`config.mk`:
```
export PLATFORM = sky130hd
export DESIGN_NAME = hp_tx_top
export DESIGN_NICKNAME = d
export VERILOG_FILES = /design/src/hp_pkg.sv /design/src/huge_page_slots.sv /design/src/data_tlp_engine.sv /design/src/close_tlp_engine.sv /design/src/tx_arbiter.sv /design/src/hp_tx_top.sv
export SDC_FILE = /design/constraint.sdc
export NUM_CORES = 1
export LEC_CHECK = 0
export BUFFER_PORTS_ARGS = -buffer_cell sky130_fd_sc_hd__buf_2
export CAP_MARGIN = 5
export CORE_MARGIN = 5
export CORE_UTILIZATION = 50
export DETAILED_ROUTE_END_ITERATION = 16
export PLACE_DENSITY = 0.8
export SLEW_MARGIN = 20
export SYNTH_ARGS = -nofsm -noshare
export SYNTH_HDL_FRONTEND = slang
export SYNTH_HIERARCHICAL = 1
export SYNTH_SLANG_ARGS = --single-unit
```
`constraint.sdc`:
```
create_clock -name trn_clk -period 6.2 [get_ports trn_clk]
set_clock_uncertainty 0.05 [all_clocks]
set_input_delay 0.62 -clock trn_clk [delete_from_list [all_inputs] [get_ports trn_clk]]
set_output_delay 0.62 -clock trn_clk [all_outputs]
set_load 0.02 [all_outputs]
```
`src/hp_pkg.sv`:
```
/* shared types and constants for the huge page transmit path
   one beat is one full quadword, no remainder mask on the link */
`default_nettype none

package hp_pkg;

    ////////////////////////////////////////////////////////////
    // sizes
    ////////////////////////////////////////////////////////////
    localparam int qword_w        = 64;    // link beat and host address
    localparam int page_hdr_bytes = 128;   // dw0 of the page holds the qword count
    localparam int max_tlp_qwords = 31;
    localparam int qcount_w       = 5;     // per-tlp qword count
    localparam int page_qcount_w  = 32;    // per-page qword count
    localparam int tag_w          = 4;     // tag wraps at 16

    // tlp fields
    localparam logic [6:0] tlp_fmt_type_mwr64 = 7'b11_00000;   // mem write, 4dw header
    localparam logic [3:0] tlp_be_all         = 4'hF;

    typedef struct packed {
        logic [qword_w-1:0] data;
        logic               sof;
        logic               eof;
    } tx_beat_t;

    typedef struct packed {
        logic [qcount_w-1:0] qwords;       // zero = close only
        logic                close_after;
    } data_cmd_t;

    typedef struct packed {
        logic [qword_w-1:0] addr;
        logic               ready;
    } page_desc_t;

    // first beat of a 64-bit address memory write
    function automatic logic [qword_w-1:0] mwr64_hdr(input logic [9:0]  len_dw,
                                                     input logic [15:0] req_id,
                                                     input logic [7:0]  tag);
        return {1'b0, tlp_fmt_type_mwr64, 1'b0, 3'b000, 4'b0000, 1'b0, 1'b0,
                2'b00, 2'b00, len_dw, req_id, tag, tlp_be_all, tlp_be_all};
    endfunction

    // host expects little endian qwords
    function automatic logic [qword_w-1:0] byte_rev64(input logic [qword_w-1:0] d);
        logic [qword_w-1:0] r;
        for (int i = 0; i < qword_w / 8; i++) begin
            r[8*i +: 8] = d[qword_w-8-8*i +: 8];
        end
        return r;
    endfunction

endpackage

`default_nettype wire

```
`src/huge_page_slots.sv`:
```
/* two host pages used in turn, starting with page 1
   a slot is only taken once its ready input is seen high */
`default_nettype none

module huge_page_slots import hp_pkg::*; (
    input  logic               trn_clk,
    input  logic               reset_n,
    input  page_desc_t         page_1,
    input  page_desc_t         page_2,
    input  logic               page_done,       // one cycle pulse from close engine
    output logic [qword_w-1:0] cur_page_addr,
    output logic               page_available,
    output logic               page_free_1,
    output logic               page_free_2
);

    logic       slot;        // 0 = page 1, 1 = page 2
    page_desc_t cur_desc;

    assign cur_desc = slot ? page_2 : page_1;

    ////////////////////////////////////////////////////////////
    // slot pointer and availability
    ////////////////////////////////////////////////////////////
    always_ff @(posedge trn_clk or negedge reset_n) begin
        if (!reset_n) begin
            slot           <= 1'b0;
            page_available <= 1'b0;
            page_free_1    <= 1'b0;
            page_free_2    <= 1'b0;
        end else begin
            page_free_1 <= 1'b0;                          // pulses only
            page_free_2 <= 1'b0;
            if (page_done) begin
                page_free_1    <= ~slot;                  // hand current page back
                page_free_2    <= slot;
                page_available <= 1'b0;
                slot           <= ~slot;                  // other page next
            end else if (!page_available && cur_desc.ready) begin
                page_available <= 1'b1;
            end
        end
    end

    // base address follows the slot as it is taken
    always_ff @(posedge trn_clk) begin
        if (!page_available && !page_done && cur_desc.ready) begin
            cur_page_addr <= cur_desc.addr;
        end
    end

    // a close can only follow writes into a page we own
    a_done_needs_page : assert property (@(posedge trn_clk) disable iff (!reset_n)
        page_done |-> page_available);

endmodule

`default_nettype wire

```
`src/data_tlp_engine.sv`:
```
/* payload writes go to page base + 128 onward, 8 bytes per qword
   a zero qword command skips the write and only requests the close */
`default_nettype none

module data_tlp_engine import hp_pkg::*; (
    input  logic                     trn_clk,
    input  logic                     reset_n,
    input  data_cmd_t                cmd,
    input  logic                     cmd_valid,
    output logic                     cmd_ready,
    input  logic [qword_w-1:0]       pl_data,
    input  logic                     pl_valid,
    output logic                     pl_ready,
    input  logic [15:0]              completer_id,
    input  logic [qword_w-1:0]       cur_page_addr,
    input  logic                     page_available,
    input  logic                     page_done,
    output tx_beat_t                 beat,
    output logic                     beat_valid,
    input  logic                     beat_ready,
    output logic                     close_valid,
    input  logic                     close_ready,
    output logic [page_qcount_w-1:0] page_qwords
);

    typedef enum logic [2:0] {s_idle, s_hdr, s_addr, s_payload, s_close} state_t;

    state_t              state;
    logic [qcount_w-1:0] qwords_reg;      // qwords of the tlp in flight
    logic                close_after_reg;
    logic [qcount_w-1:0] qw_cnt;          // payload beats sent
    logic [tag_w-1:0]    tag_cnt;
    logic [qword_w-1:0]  wr_offset;       // byte offset inside the page
    logic                handed_off;      // close request taken
    logic                last_qw;
    logic                tx_fire;

    assign cmd_ready   = (state == s_idle) && page_available;
    assign pl_ready    = (state == s_payload) && beat_ready;
    assign close_valid = (state == s_close) && !handed_off;
    assign last_qw     = (qw_cnt == qwords_reg - 1'b1);
    assign tx_fire     = beat_valid && beat_ready;

    ////////////////////////////////////////////////////////////
    // beat mux
    ////////////////////////////////////////////////////////////
    always_comb begin
        beat       = '0;
        beat_valid = 1'b0;
        case (state)
            s_hdr: begin
                beat.data  = mwr64_hdr({4'b0000, qwords_reg, 1'b0},    // dw = 2 x qw
                                       completer_id,
                                       {{(8 - tag_w){1'b0}}, tag_cnt});
                beat.sof   = 1'b1;
                beat_valid = 1'b1;
            end
            s_addr: begin
                beat.data  = cur_page_addr + wr_offset;
                beat_valid = 1'b1;
            end
            s_payload: begin
                beat.data  = byte_rev64(pl_data);
                beat.eof   = last_qw;
                beat_valid = pl_valid;                     // stream gates the link
            end
            default: begin
                beat_valid = 1'b0;
            end
        endcase
    end

    // command fields held for the whole tlp
    always_ff @(posedge trn_clk) begin
        if (cmd_valid && cmd_ready) begin
            qwords_reg      <= cmd.qwords;
            close_after_reg <= cmd.close_after;
        end
    end

    ////////////////////////////////////////////////////////////
    // FSM and page counters
    ////////////////////////////////////////////////////////////
    always_ff @(posedge trn_clk or negedge reset_n) begin
        if (!reset_n) begin
            state       <= s_idle;
            qw_cnt      <= '0;
            tag_cnt     <= '0;
            wr_offset   <= qword_w'(page_hdr_bytes);
            page_qwords <= '0;
            handed_off  <= 1'b0;
        end else begin
            case (state)
                s_idle: begin
                    if (cmd_valid && cmd_ready) begin
                        state <= (cmd.qwords == '0) ? s_close : s_hdr;
                    end
                end
                s_hdr: begin
                    if (tx_fire) state <= s_addr;
                end
                s_addr: begin
                    if (tx_fire) begin
                        qw_cnt <= '0;
                        state  <= s_payload;
                    end
                end
                s_payload: begin
                    if (tx_fire) begin
                        qw_cnt <= qw_cnt + 1'b1;
                        if (last_qw) begin
                            wr_offset   <= wr_offset + qword_w'({qwords_reg, 3'b000});
                            page_qwords <= page_qwords + page_qcount_w'(qwords_reg);
                            tag_cnt     <= tag_cnt + 1'b1;               // wraps at 16
                            state       <= close_after_reg ? s_close : s_idle;
                        end
                    end
                end
                s_close: begin
                    if (close_valid && close_ready) handed_off <= 1'b1;
                end
                default: state <= s_idle;
            endcase

            // new page starts from scratch
            if (page_done) begin
                wr_offset   <= qword_w'(page_hdr_bytes);
                tag_cnt     <= '0;
                page_qwords <= '0;
                handed_off  <= 1'b0;
                if (state == s_close) state <= s_idle;
            end
        end
    end

    a_qwords_max : assert property (@(posedge trn_clk) disable iff (!reset_n)
        (cmd_valid && cmd_ready) |-> (cmd.qwords <= max_tlp_qwords));

endmodule

`default_nettype wire

```
`src/close_tlp_engine.sv`:
```
/* writes the page qword count to the page base, tag fixed at 0
   page_done is combinational with the last beat handshake */
`default_nettype none

module close_tlp_engine import hp_pkg::*; (
    input  logic                     trn_clk,
    input  logic                     reset_n,
    input  logic                     close_valid,
    output logic                     close_ready,
    input  logic [page_qcount_w-1:0] page_qwords,
    input  logic [qword_w-1:0]       cur_page_addr,
    input  logic [15:0]              completer_id,
    input  logic                     interrupts_enabled,
    output tx_beat_t                 beat,
    output logic                     beat_valid,
    input  logic                     beat_ready,
    output logic                     page_done,
    output logic                     irq_req,
    input  logic                     irq_ack
);

    typedef enum logic [2:0] {c_idle, c_hdr, c_addr, c_count, c_irq} state_t;

    state_t                   state;
    logic [page_qcount_w-1:0] count_q;    // count captured at the request

    assign close_ready = (state == c_idle);
    assign page_done   = (state == c_count) && beat_ready;
    assign irq_req     = (state == c_irq);

    ////////////////////////////////////////////////////////////
    // beat mux
    ////////////////////////////////////////////////////////////
    always_comb begin
        beat       = '0;
        beat_valid = 1'b1;
        case (state)
            c_hdr: begin
                beat.data = mwr64_hdr(10'd2, completer_id, 8'h00);   // 2 dw, tag 0
                beat.sof  = 1'b1;
            end
            c_addr: beat.data = cur_page_addr;                        // dw0 of the page
            c_count: begin
                beat.data = byte_rev64({32'h0000_0000, count_q});    // count in upper dw
                beat.eof  = 1'b1;
            end
            default: beat_valid = 1'b0;
        endcase
    end

    always_ff @(posedge trn_clk) begin
        if (close_valid && close_ready) count_q <= page_qwords;
    end

    always_ff @(posedge trn_clk or negedge reset_n) begin
        if (!reset_n) begin
            state <= c_idle;
        end else begin
            case (state)
                c_idle: if (close_valid) state <= c_hdr;
                c_hdr: if (beat_ready) state <= c_addr;
                c_addr: if (beat_ready) state <= c_count;
                c_count: begin
                    if (beat_ready) state <= interrupts_enabled ? c_irq : c_idle;
                end
                c_irq: if (irq_ack) state <= c_idle;   // held until acked
                default: state <= c_idle;
            endcase
        end
    end

endmodule

`default_nettype wire

```
`src/tx_arbiter.sv`:
```
/* close builder wins when both start in the same cycle
   owner is kept from the accepted sof beat to the accepted eof beat */
`default_nettype none

module tx_arbiter import hp_pkg::*; (
    input  logic     trn_clk,
    input  logic     reset_n,
    input  tx_beat_t data_beat,
    input  tx_beat_t close_beat,
    input  logic     data_valid,
    input  logic     close_valid_beat,
    output logic     data_ready,
    output logic     close_ready_beat,
    output tx_beat_t tx_beat,
    output logic     tx_valid,
    input  logic     tx_ready
);

    typedef enum logic [1:0] {own_none, own_data, own_close} owner_t;

    owner_t owner;
    logic   sel_close;
    logic   sel_data;
    logic   tx_fire;

    // free link goes to whoever asks, close first
    assign sel_close = (owner == own_close) || (owner == own_none && close_valid_beat);
    assign sel_data  = (owner == own_data) ||
                       (owner == own_none && !close_valid_beat && data_valid);

    assign tx_beat          = sel_close ? close_beat : data_beat;
    assign tx_valid         = sel_close ? close_valid_beat : (sel_data && data_valid);
    assign data_ready       = sel_data && tx_ready;
    assign close_ready_beat = sel_close && tx_ready;
    assign tx_fire          = tx_valid && tx_ready;

    always_ff @(posedge trn_clk or negedge reset_n) begin
        if (!reset_n) begin
            owner <= own_none;
        end else if (tx_fire) begin
            if (tx_beat.eof) begin
                owner <= own_none;                                  // tlp done
            end else if (tx_beat.sof) begin
                owner <= sel_close ? own_close : own_data;          // lock for the tlp
            end
        end
    end

    ////////////////////////////////////////////////////////////
    // link rules
    ////////////////////////////////////////////////////////////
    a_hold_beat : assert property (@(posedge trn_clk) disable iff (!reset_n)
        (tx_valid && !tx_ready) |=> (tx_valid && $stable(tx_beat)));

    a_sof_after_eof : assert property (@(posedge trn_clk) disable iff (!reset_n)
        (tx_fire && owner == own_none) |-> tx_beat.sof);

endmodule

`default_nettype wire

```
`src/hp_tx_top.sv`:
```
/* single clock domain, no credit check on the link
   host must not drop a page's ready while that page is in use */
`default_nettype none

module hp_tx_top import hp_pkg::*; (
    input  logic               trn_clk,
    input  logic               reset_n,
    input  data_cmd_t          cmd,
    input  logic               cmd_valid,
    output logic               cmd_ready,
    input  logic [qword_w-1:0] pl_data,
    input  logic               pl_valid,
    output logic               pl_ready,
    input  logic [15:0]        completer_id,
    input  page_desc_t         page_1,
    input  page_desc_t         page_2,
    output logic               page_free_1,
    output logic               page_free_2,
    input  logic               interrupts_enabled,
    output logic               irq_req,
    input  logic               irq_ack,
    output tx_beat_t           tx_beat,
    output logic               tx_valid,
    input  logic               tx_ready
);

    logic [qword_w-1:0]       cur_page_addr;
    logic                     page_available;
    logic                     page_done;
    logic                     close_valid;
    logic                     close_ready;
    logic [page_qcount_w-1:0] page_qwords;
    tx_beat_t                 data_beat;
    logic                     data_beat_valid;
    logic                     data_beat_ready;
    tx_beat_t                 close_beat;
    logic                     close_beat_valid;
    logic                     close_beat_ready;

    huge_page_slots u_slots (
        .trn_clk, .reset_n, .page_1, .page_2, .page_done,
        .cur_page_addr, .page_available, .page_free_1, .page_free_2
    );

    data_tlp_engine u_data (
        .trn_clk, .reset_n, .cmd, .cmd_valid, .cmd_ready,
        .pl_data, .pl_valid, .pl_ready, .completer_id,
        .cur_page_addr, .page_available, .page_done,
        .beat(data_beat), .beat_valid(data_beat_valid), .beat_ready(data_beat_ready),
        .close_valid, .close_ready, .page_qwords
    );

    close_tlp_engine u_close (
        .trn_clk, .reset_n, .close_valid, .close_ready, .page_qwords,
        .cur_page_addr, .completer_id, .interrupts_enabled,
        .beat(close_beat), .beat_valid(close_beat_valid), .beat_ready(close_beat_ready),
        .page_done, .irq_req, .irq_ack
    );

    tx_arbiter u_arb (
        .trn_clk, .reset_n,
        .data_beat, .close_beat,
        .data_valid(data_beat_valid), .close_valid_beat(close_beat_valid),
        .data_ready(data_beat_ready), .close_ready_beat(close_beat_ready),
        .tx_beat, .tx_valid, .tx_ready
    );

endmodule

`default_nettype wire

```
# Word level (Yosys, flattened, before mapping)
# Index checks and enable logic that the tools add are counted.
dict set report op_classes {
  mux 53
  addsub 6
  bitwise 1
  n_reduce_logical 42
  n_eq_ne 18
}
# cell n
set op_table {}
lappend op_table {{$pmux W64 S3} 2}
lappend op_table {{$mux W64} 4}
lappend op_table {{$mux W32} 4}
lappend op_table {{$mux W66} 1}
lappend op_table {{$mux W65} 1}
lappend op_table {{$add A64 B64 Y64} 1}
lappend op_table {{$add A64 B8 Y64} 1}
lappend op_table {{$mux W3} 15}
lappend op_table {{$add A32 B5 Y32} 1}
lappend op_table {{$pmux W3 S5} 2}
lappend op_table {{$logic_and A1 B1 Y1} 17}
lappend op_table {{$mux W4} 4}
lappend op_table {{$reduce_bool A2 Y1} 8}
lappend op_table {{$ne A2 B1 Y1 const B} 7}
lappend op_table {{$mux W1} 13}
lappend op_table {{$eq A3 B2 Y1 const B} 4}
lappend op_table {{$mux W5} 2}
lappend op_table {{$pmux W5 S2} 1}
lappend op_table {{$eq A3 B1 Y1 const B} 2}
lappend op_table {{$eq A3 B3 Y1 const B} 2}
lappend op_table {{$logic_not A3 Y1} 2}
lappend op_table {{$mux W2} 3}
lappend op_table {{$reduce_and A3 Y1} 2}
lappend op_table {{$add A5 B1 Y5 const B} 1}
lappend op_table {{15 further kinds} 20}
dict set report word_totals {
  regBits 220
  elab_cells 136
  inputBits 223
}

# Longest topological paths before layout
dict set report depth {
  word_depth 13
  mapped_depth 20
  mapped_depth_nobuf 15
}

# Hierarchy
# The synthesis kept the hierarchy.
# module seq_area_each_um2 cells_each area_per_inst_um2 n_inst
set modules_own_cells {}
lappend modules_own_cells {data_tlp_engine 2834.0 1169 9544.2 1}
lappend modules_own_cells {huge_page_slots 2021.9 147 2916.5 1}
lappend modules_own_cells {close_tlp_engine 1036.0 217 2215.9 1}
lappend modules_own_cells {tx_arbiter 50.0 92 1022.2 1}

# Least setup slack after synthesis
# Ideal clock, no wire load.
dict set report synth_path {
  path_kind {reg-to-reg}
  start {register u_close.state[2]}
  end {register u_slots.cur_page_addr[0] (enable)}
  required_time_ps 5585
  arrival_ps 6085
  path_stages_with_launch 10
  period_less_slack_ps 6700
  path_slack_ps -500
  path_cell_list {dfrtp_1 > buf_2 > clkbuf_1 > nor2_1 > o21bai_4 > buf_6 > buf_6 > nor2_1 > and3_1 > nor3_1}
}
dict set report synth_between {
  elab_chain_cells 10
  elab_cells_between_ends 12
  cone_classes {3 x eq/ne; 1 x mux; 8 x reduce/logical}
}
# item line
set synth_lines {}
lappend synth_lines {{from (decl)} close_tlp_engine.sv:24} ;# state_t state;
lappend synth_lines {{from (signal assigned)} close_tlp_engine.sv:57} ;# state <= c_idle;
lappend synth_lines {{from (signal assigned)} close_tlp_engine.sv:60} ;# c_idle: if (close_valid) state <= c_hdr;
lappend synth_lines {{from (signal assigned)} close_tlp_engine.sv:61} ;# c_hdr: if (beat_ready) state <= c_addr;
lappend synth_lines {{$eq A3 B1 Y1 or $eq A3 B2 Y1 (tied branches)} close_tlp_engine.sv:37} ;# case (state)
lappend synth_lines {{$reduce_or A3 Y1 (no source line) *} -}
lappend synth_lines {{$mux W1 *} close_tlp_engine.sv:37}
lappend synth_lines {{named net close_beat_valid} hp_tx_top.sv:37} ;# logic close_beat_valid;
lappend synth_lines {{$logic_and A1 B1 Y1 *} tx_arbiter.sv:27} ;# assign sel_close = (owner == own_close) || (owner == own_none && close_valid_beat);
lappend synth_lines {{$logic_or A1 B1 Y1 *} tx_arbiter.sv:27}
lappend synth_lines {{$logic_and A1 B1 Y1 *} tx_arbiter.sv:34} ;# assign close_ready_beat = sel_close && tx_ready;
lappend synth_lines {{named net close_beat_ready} hp_tx_top.sv:38} ;# logic close_beat_ready;
lappend synth_lines {{$logic_and A1 B1 Y1 *} close_tlp_engine.sv:28} ;# assign page_done = (state == c_count) && beat_ready;
lappend synth_lines {{named net page_done} hp_tx_top.sv:29} ;# logic page_done;
lappend synth_lines {{$logic_not A1 Y1 *} huge_page_slots.sv:47} ;# if (!page_available && !page_done && cur_desc.ready) begin
lappend synth_lines {{$logic_and A1 B1 Y1 * (2 in series)} huge_page_slots.sv:47}
lappend synth_lines {{to (signal assigned)} huge_page_slots.sv:48} ;# cur_page_addr <= cur_desc.addr;
lappend synth_lines {{to (decl)} huge_page_slots.sv:11} ;# output logic [qword_w-1:0] cur_page_addr,
# Mark *: on every way through the listed nets, which the timed path passes. The rest lies on a longest branch.
# A chain may end at the register's enable or synchronous reset.

==> flow_summary.toml <==
[logic_synthesis]
synth_top_area_share_pct = 19.5
netlist_area_um2 = 15700
synthTopCellsByArea = "edfxtp_1, dfrtp_1, mux2_2"
yosysUniqueCellTypes = 78
ys.flop_type = "dfrtp_1"
yosysTopAreaCell = "edfxtp_1"
synth_edf_count = 102
synth.most_common_cell = "nor2_1"
synth_nets = 1923
synthCells = 1625
yosysSeqAreaShare_pct = 37.8
yosys_warnings = 6
syn_area_per_cell_um2 = 9.66
synth_common_cells = "nor2_1, a21oi_1, dfrtp_1"
synthArstFlopShare_pct = 53.0
synth_seq_cells = 217

[worst_setup_path]
startpoint_type = "flop"
cp_max_fo = 4
r2r_setup_slack_ns = 1.10
required_ns = 5.53
crit_type = "flop to output port"
crit_arrival_ns = 4.81
worst_setup_path_end_kind = "output port"

[clock_tree]
post_cts_buffers = 0
htreeDepth = 1
cts-root-buf = "clkbuf_16"
cts_hold_buf = 0
cts_num_sinks = 217
clk_pin_slew_ns = 0.06
cts_buffer_depth = 3
cts_resized = 0
clkLatencyLatePin_ns = 0.53
tritoncts = "yes"
cts_buffers = 25

[floorplan]
die_area_um2 = 35000
start_util_pct = 50.9
fp-row-count = 64
core_um2 = 30800
io_pins = 295
die_width_um = 187
die_y_um = 187

[final_layout]
antennaDiodeCount = 0
fillers = 2595
syn2layout_area_growth_pct = 16.1
largest_reg_flops = 64
top_regs = "u_slots/cur_page_addr: 64 flops, u_data/wr_offset: 61 flops"
final_core_util_pct = 59.1
layout-drive-gt1-share_pct = 27.4
top_register = "u_slots/cur_page_addr"
fin_nets = 2179

[sta]
slew_headroom_pct = 25.8
period_needed_ns = 5.48
rsz0062_at_grt = "false"
worst-slew-pin-transition_ns = 1.11
maxClockFrequency_mhz = 182
hold-worst-slack_ns = 0.185
setup_violations = 0
setup_tns_ns = 0
finalHoldViolCount = 0
final_min_period_over_clock_period_pct = 88.4
slew_violations = 0

[placement]
gp_congestion = 0.939
dp.final_hpwl_mm = 35.0
port_buffers = 294

[grt]
grt_use_met1_pct = 33.0
grt_pass1_vias = 14000
use_met2_pct = 45.5
antenna_found_initial = 0
track_usage_pct = 25.9
grt_busiest_layer = "met2"
grt_pass1_wl_mm = 74.5
grt.met3_usage_pct = 3.28
overflow = 0
grt_max_degree = 103

[detailed_routing]
drc = 0
initialDrtViolationCount = 1337
wl_per_cell_um = 20.9
num_vias = 13800
drt.antenna.violating_nets = 0
viasPerCell = 6.02
drt_wl_total_mm = 47.9
firstDrtPassIters = 5

[run_status]
status = "finished clean"

[worst_hold_path]
hold_class = "input port to async pin"

[power]
comb_power_share_pct = 35.6
netSwitchingPower_w = 0.00175
leakagePower_nw = 8.08
power_density_nw_per_um2 = 270
peakVddDrop_mv = 0.204
pwr-share-clk_pct = 30.2
p_seq_share_pct = 34.2
switching_share_pct = 35.6
intPower_w = 0.00317

[run]
cap_violations = 0
## logic make-up (layout without fill, tap and decap cells)
group,count (synthesis),in the layout,synth area share [%]
buf+inv,121,396,3.59
compound gates,341,341,13.4
xor+xnor,148,148,8.26
flops,217,217,37.8
mux,179,179,13.4
simple gates,544,544,17.4
fa+ha+maj,75,75,6.07
## stage by stage
stage	instance area [µm²]	setup WS [ns]	total power (W)	cells
3_3_place_gp	17400	1.36	0.00340	2250
2_1_floorplan	15700	1.45	0.00283	1625
4_1_cts	18200	0.791	0.00493	2296
3_5_place_dp	17400	1.27	0.00343	2250
5_1_grt	18200	0.554	0.00512	2296
6_report	18200	0.717	0.00492	2296
## layout by cell type (no fill, tap or decap), types with 59 or more instances in the layout
master,n
buf_2,293
nor2_1,182
a21oi_1,117
dfrtp_1,111
nand2_1,109
edfxtp_1,102
mux2_2,100
xor2_1,89
o21ai_0,84
ha_1,73
xnor2_1,59
## critical path, stage by stage, from the launching register on
cell and delay, ns:
edfxtp_1 0.40, ha_1 0.37, o21ai_0 0.16, o21ai_0 0.34, o211ai_1 0.19, a21oi_1 0.60
o21ai_1 0.31, a211oi_1 0.39, o21ai_1 0.20, a211oi_1 0.39, o21ai_1 0.18, mux2i_1 0.20
o22ai_1 0.11, mux2_4 0.31, buf_2 0.16
## power by group through the flow
| stage | Clock [W] | Combinational [W] | Sequential, W |
|---|---|---|---|
| final | 0.00148 | 0.00175 | 0.00168 |
| after global routing | 0.00157 | 0.00187 | 0.00169 |
| after CTS | 0.00151 | 0.00174 | 0.00168 |
| after detailed placement | 0 | 0.00172 | 0.00171 |
| after global placement | 0 | 0.00170 | 0.00170 |
| after floorplan | 0 | 0.00119 | 0.00163 |
## area by class of cell
class	instances	area [µm²]	share of cell area, %
Multi-Input combinational cell	1287	9210	50.5
Sequential cell	217	5950	32.6
Timing Repair Buffer	309	1590	8.72
Clock buffer	41	778	4.27
Tap cell	396	495	2.72
Inverter	41	154	0.844
Clock inverter	5	53.8	0.295
## layer usage
| layer | part of all wire, % | wire, µm |
|---|---|---|
| met2 | 49 | 23700 |
| met3 | 6.9 | 3290 |
| met1 | 40 | 19300 |
| met5 | 0 | 0 |
| met4 | 3.5 | 1660 |
## final timing paths
path	start	endpoint	depth (start not counted)
worst max-delay path	u_slots/cur_page_addr[5]	tx_beat[63]	14
worst min-delay path	reset_n	u_data/wr_offset[3]	1
worst max register to register	u_data/state[0]	u_data/page_qwords[31]	13
worst min register to register	u_data/page_qwords[27]	u_close/count_q[27]	0
max in group asynchronous	reset_n	u_data/page_qwords[30]	2
min in group trn_clk	cmd[0]	u_data/close_after_reg	1
(Power assumes the default switching activity.)
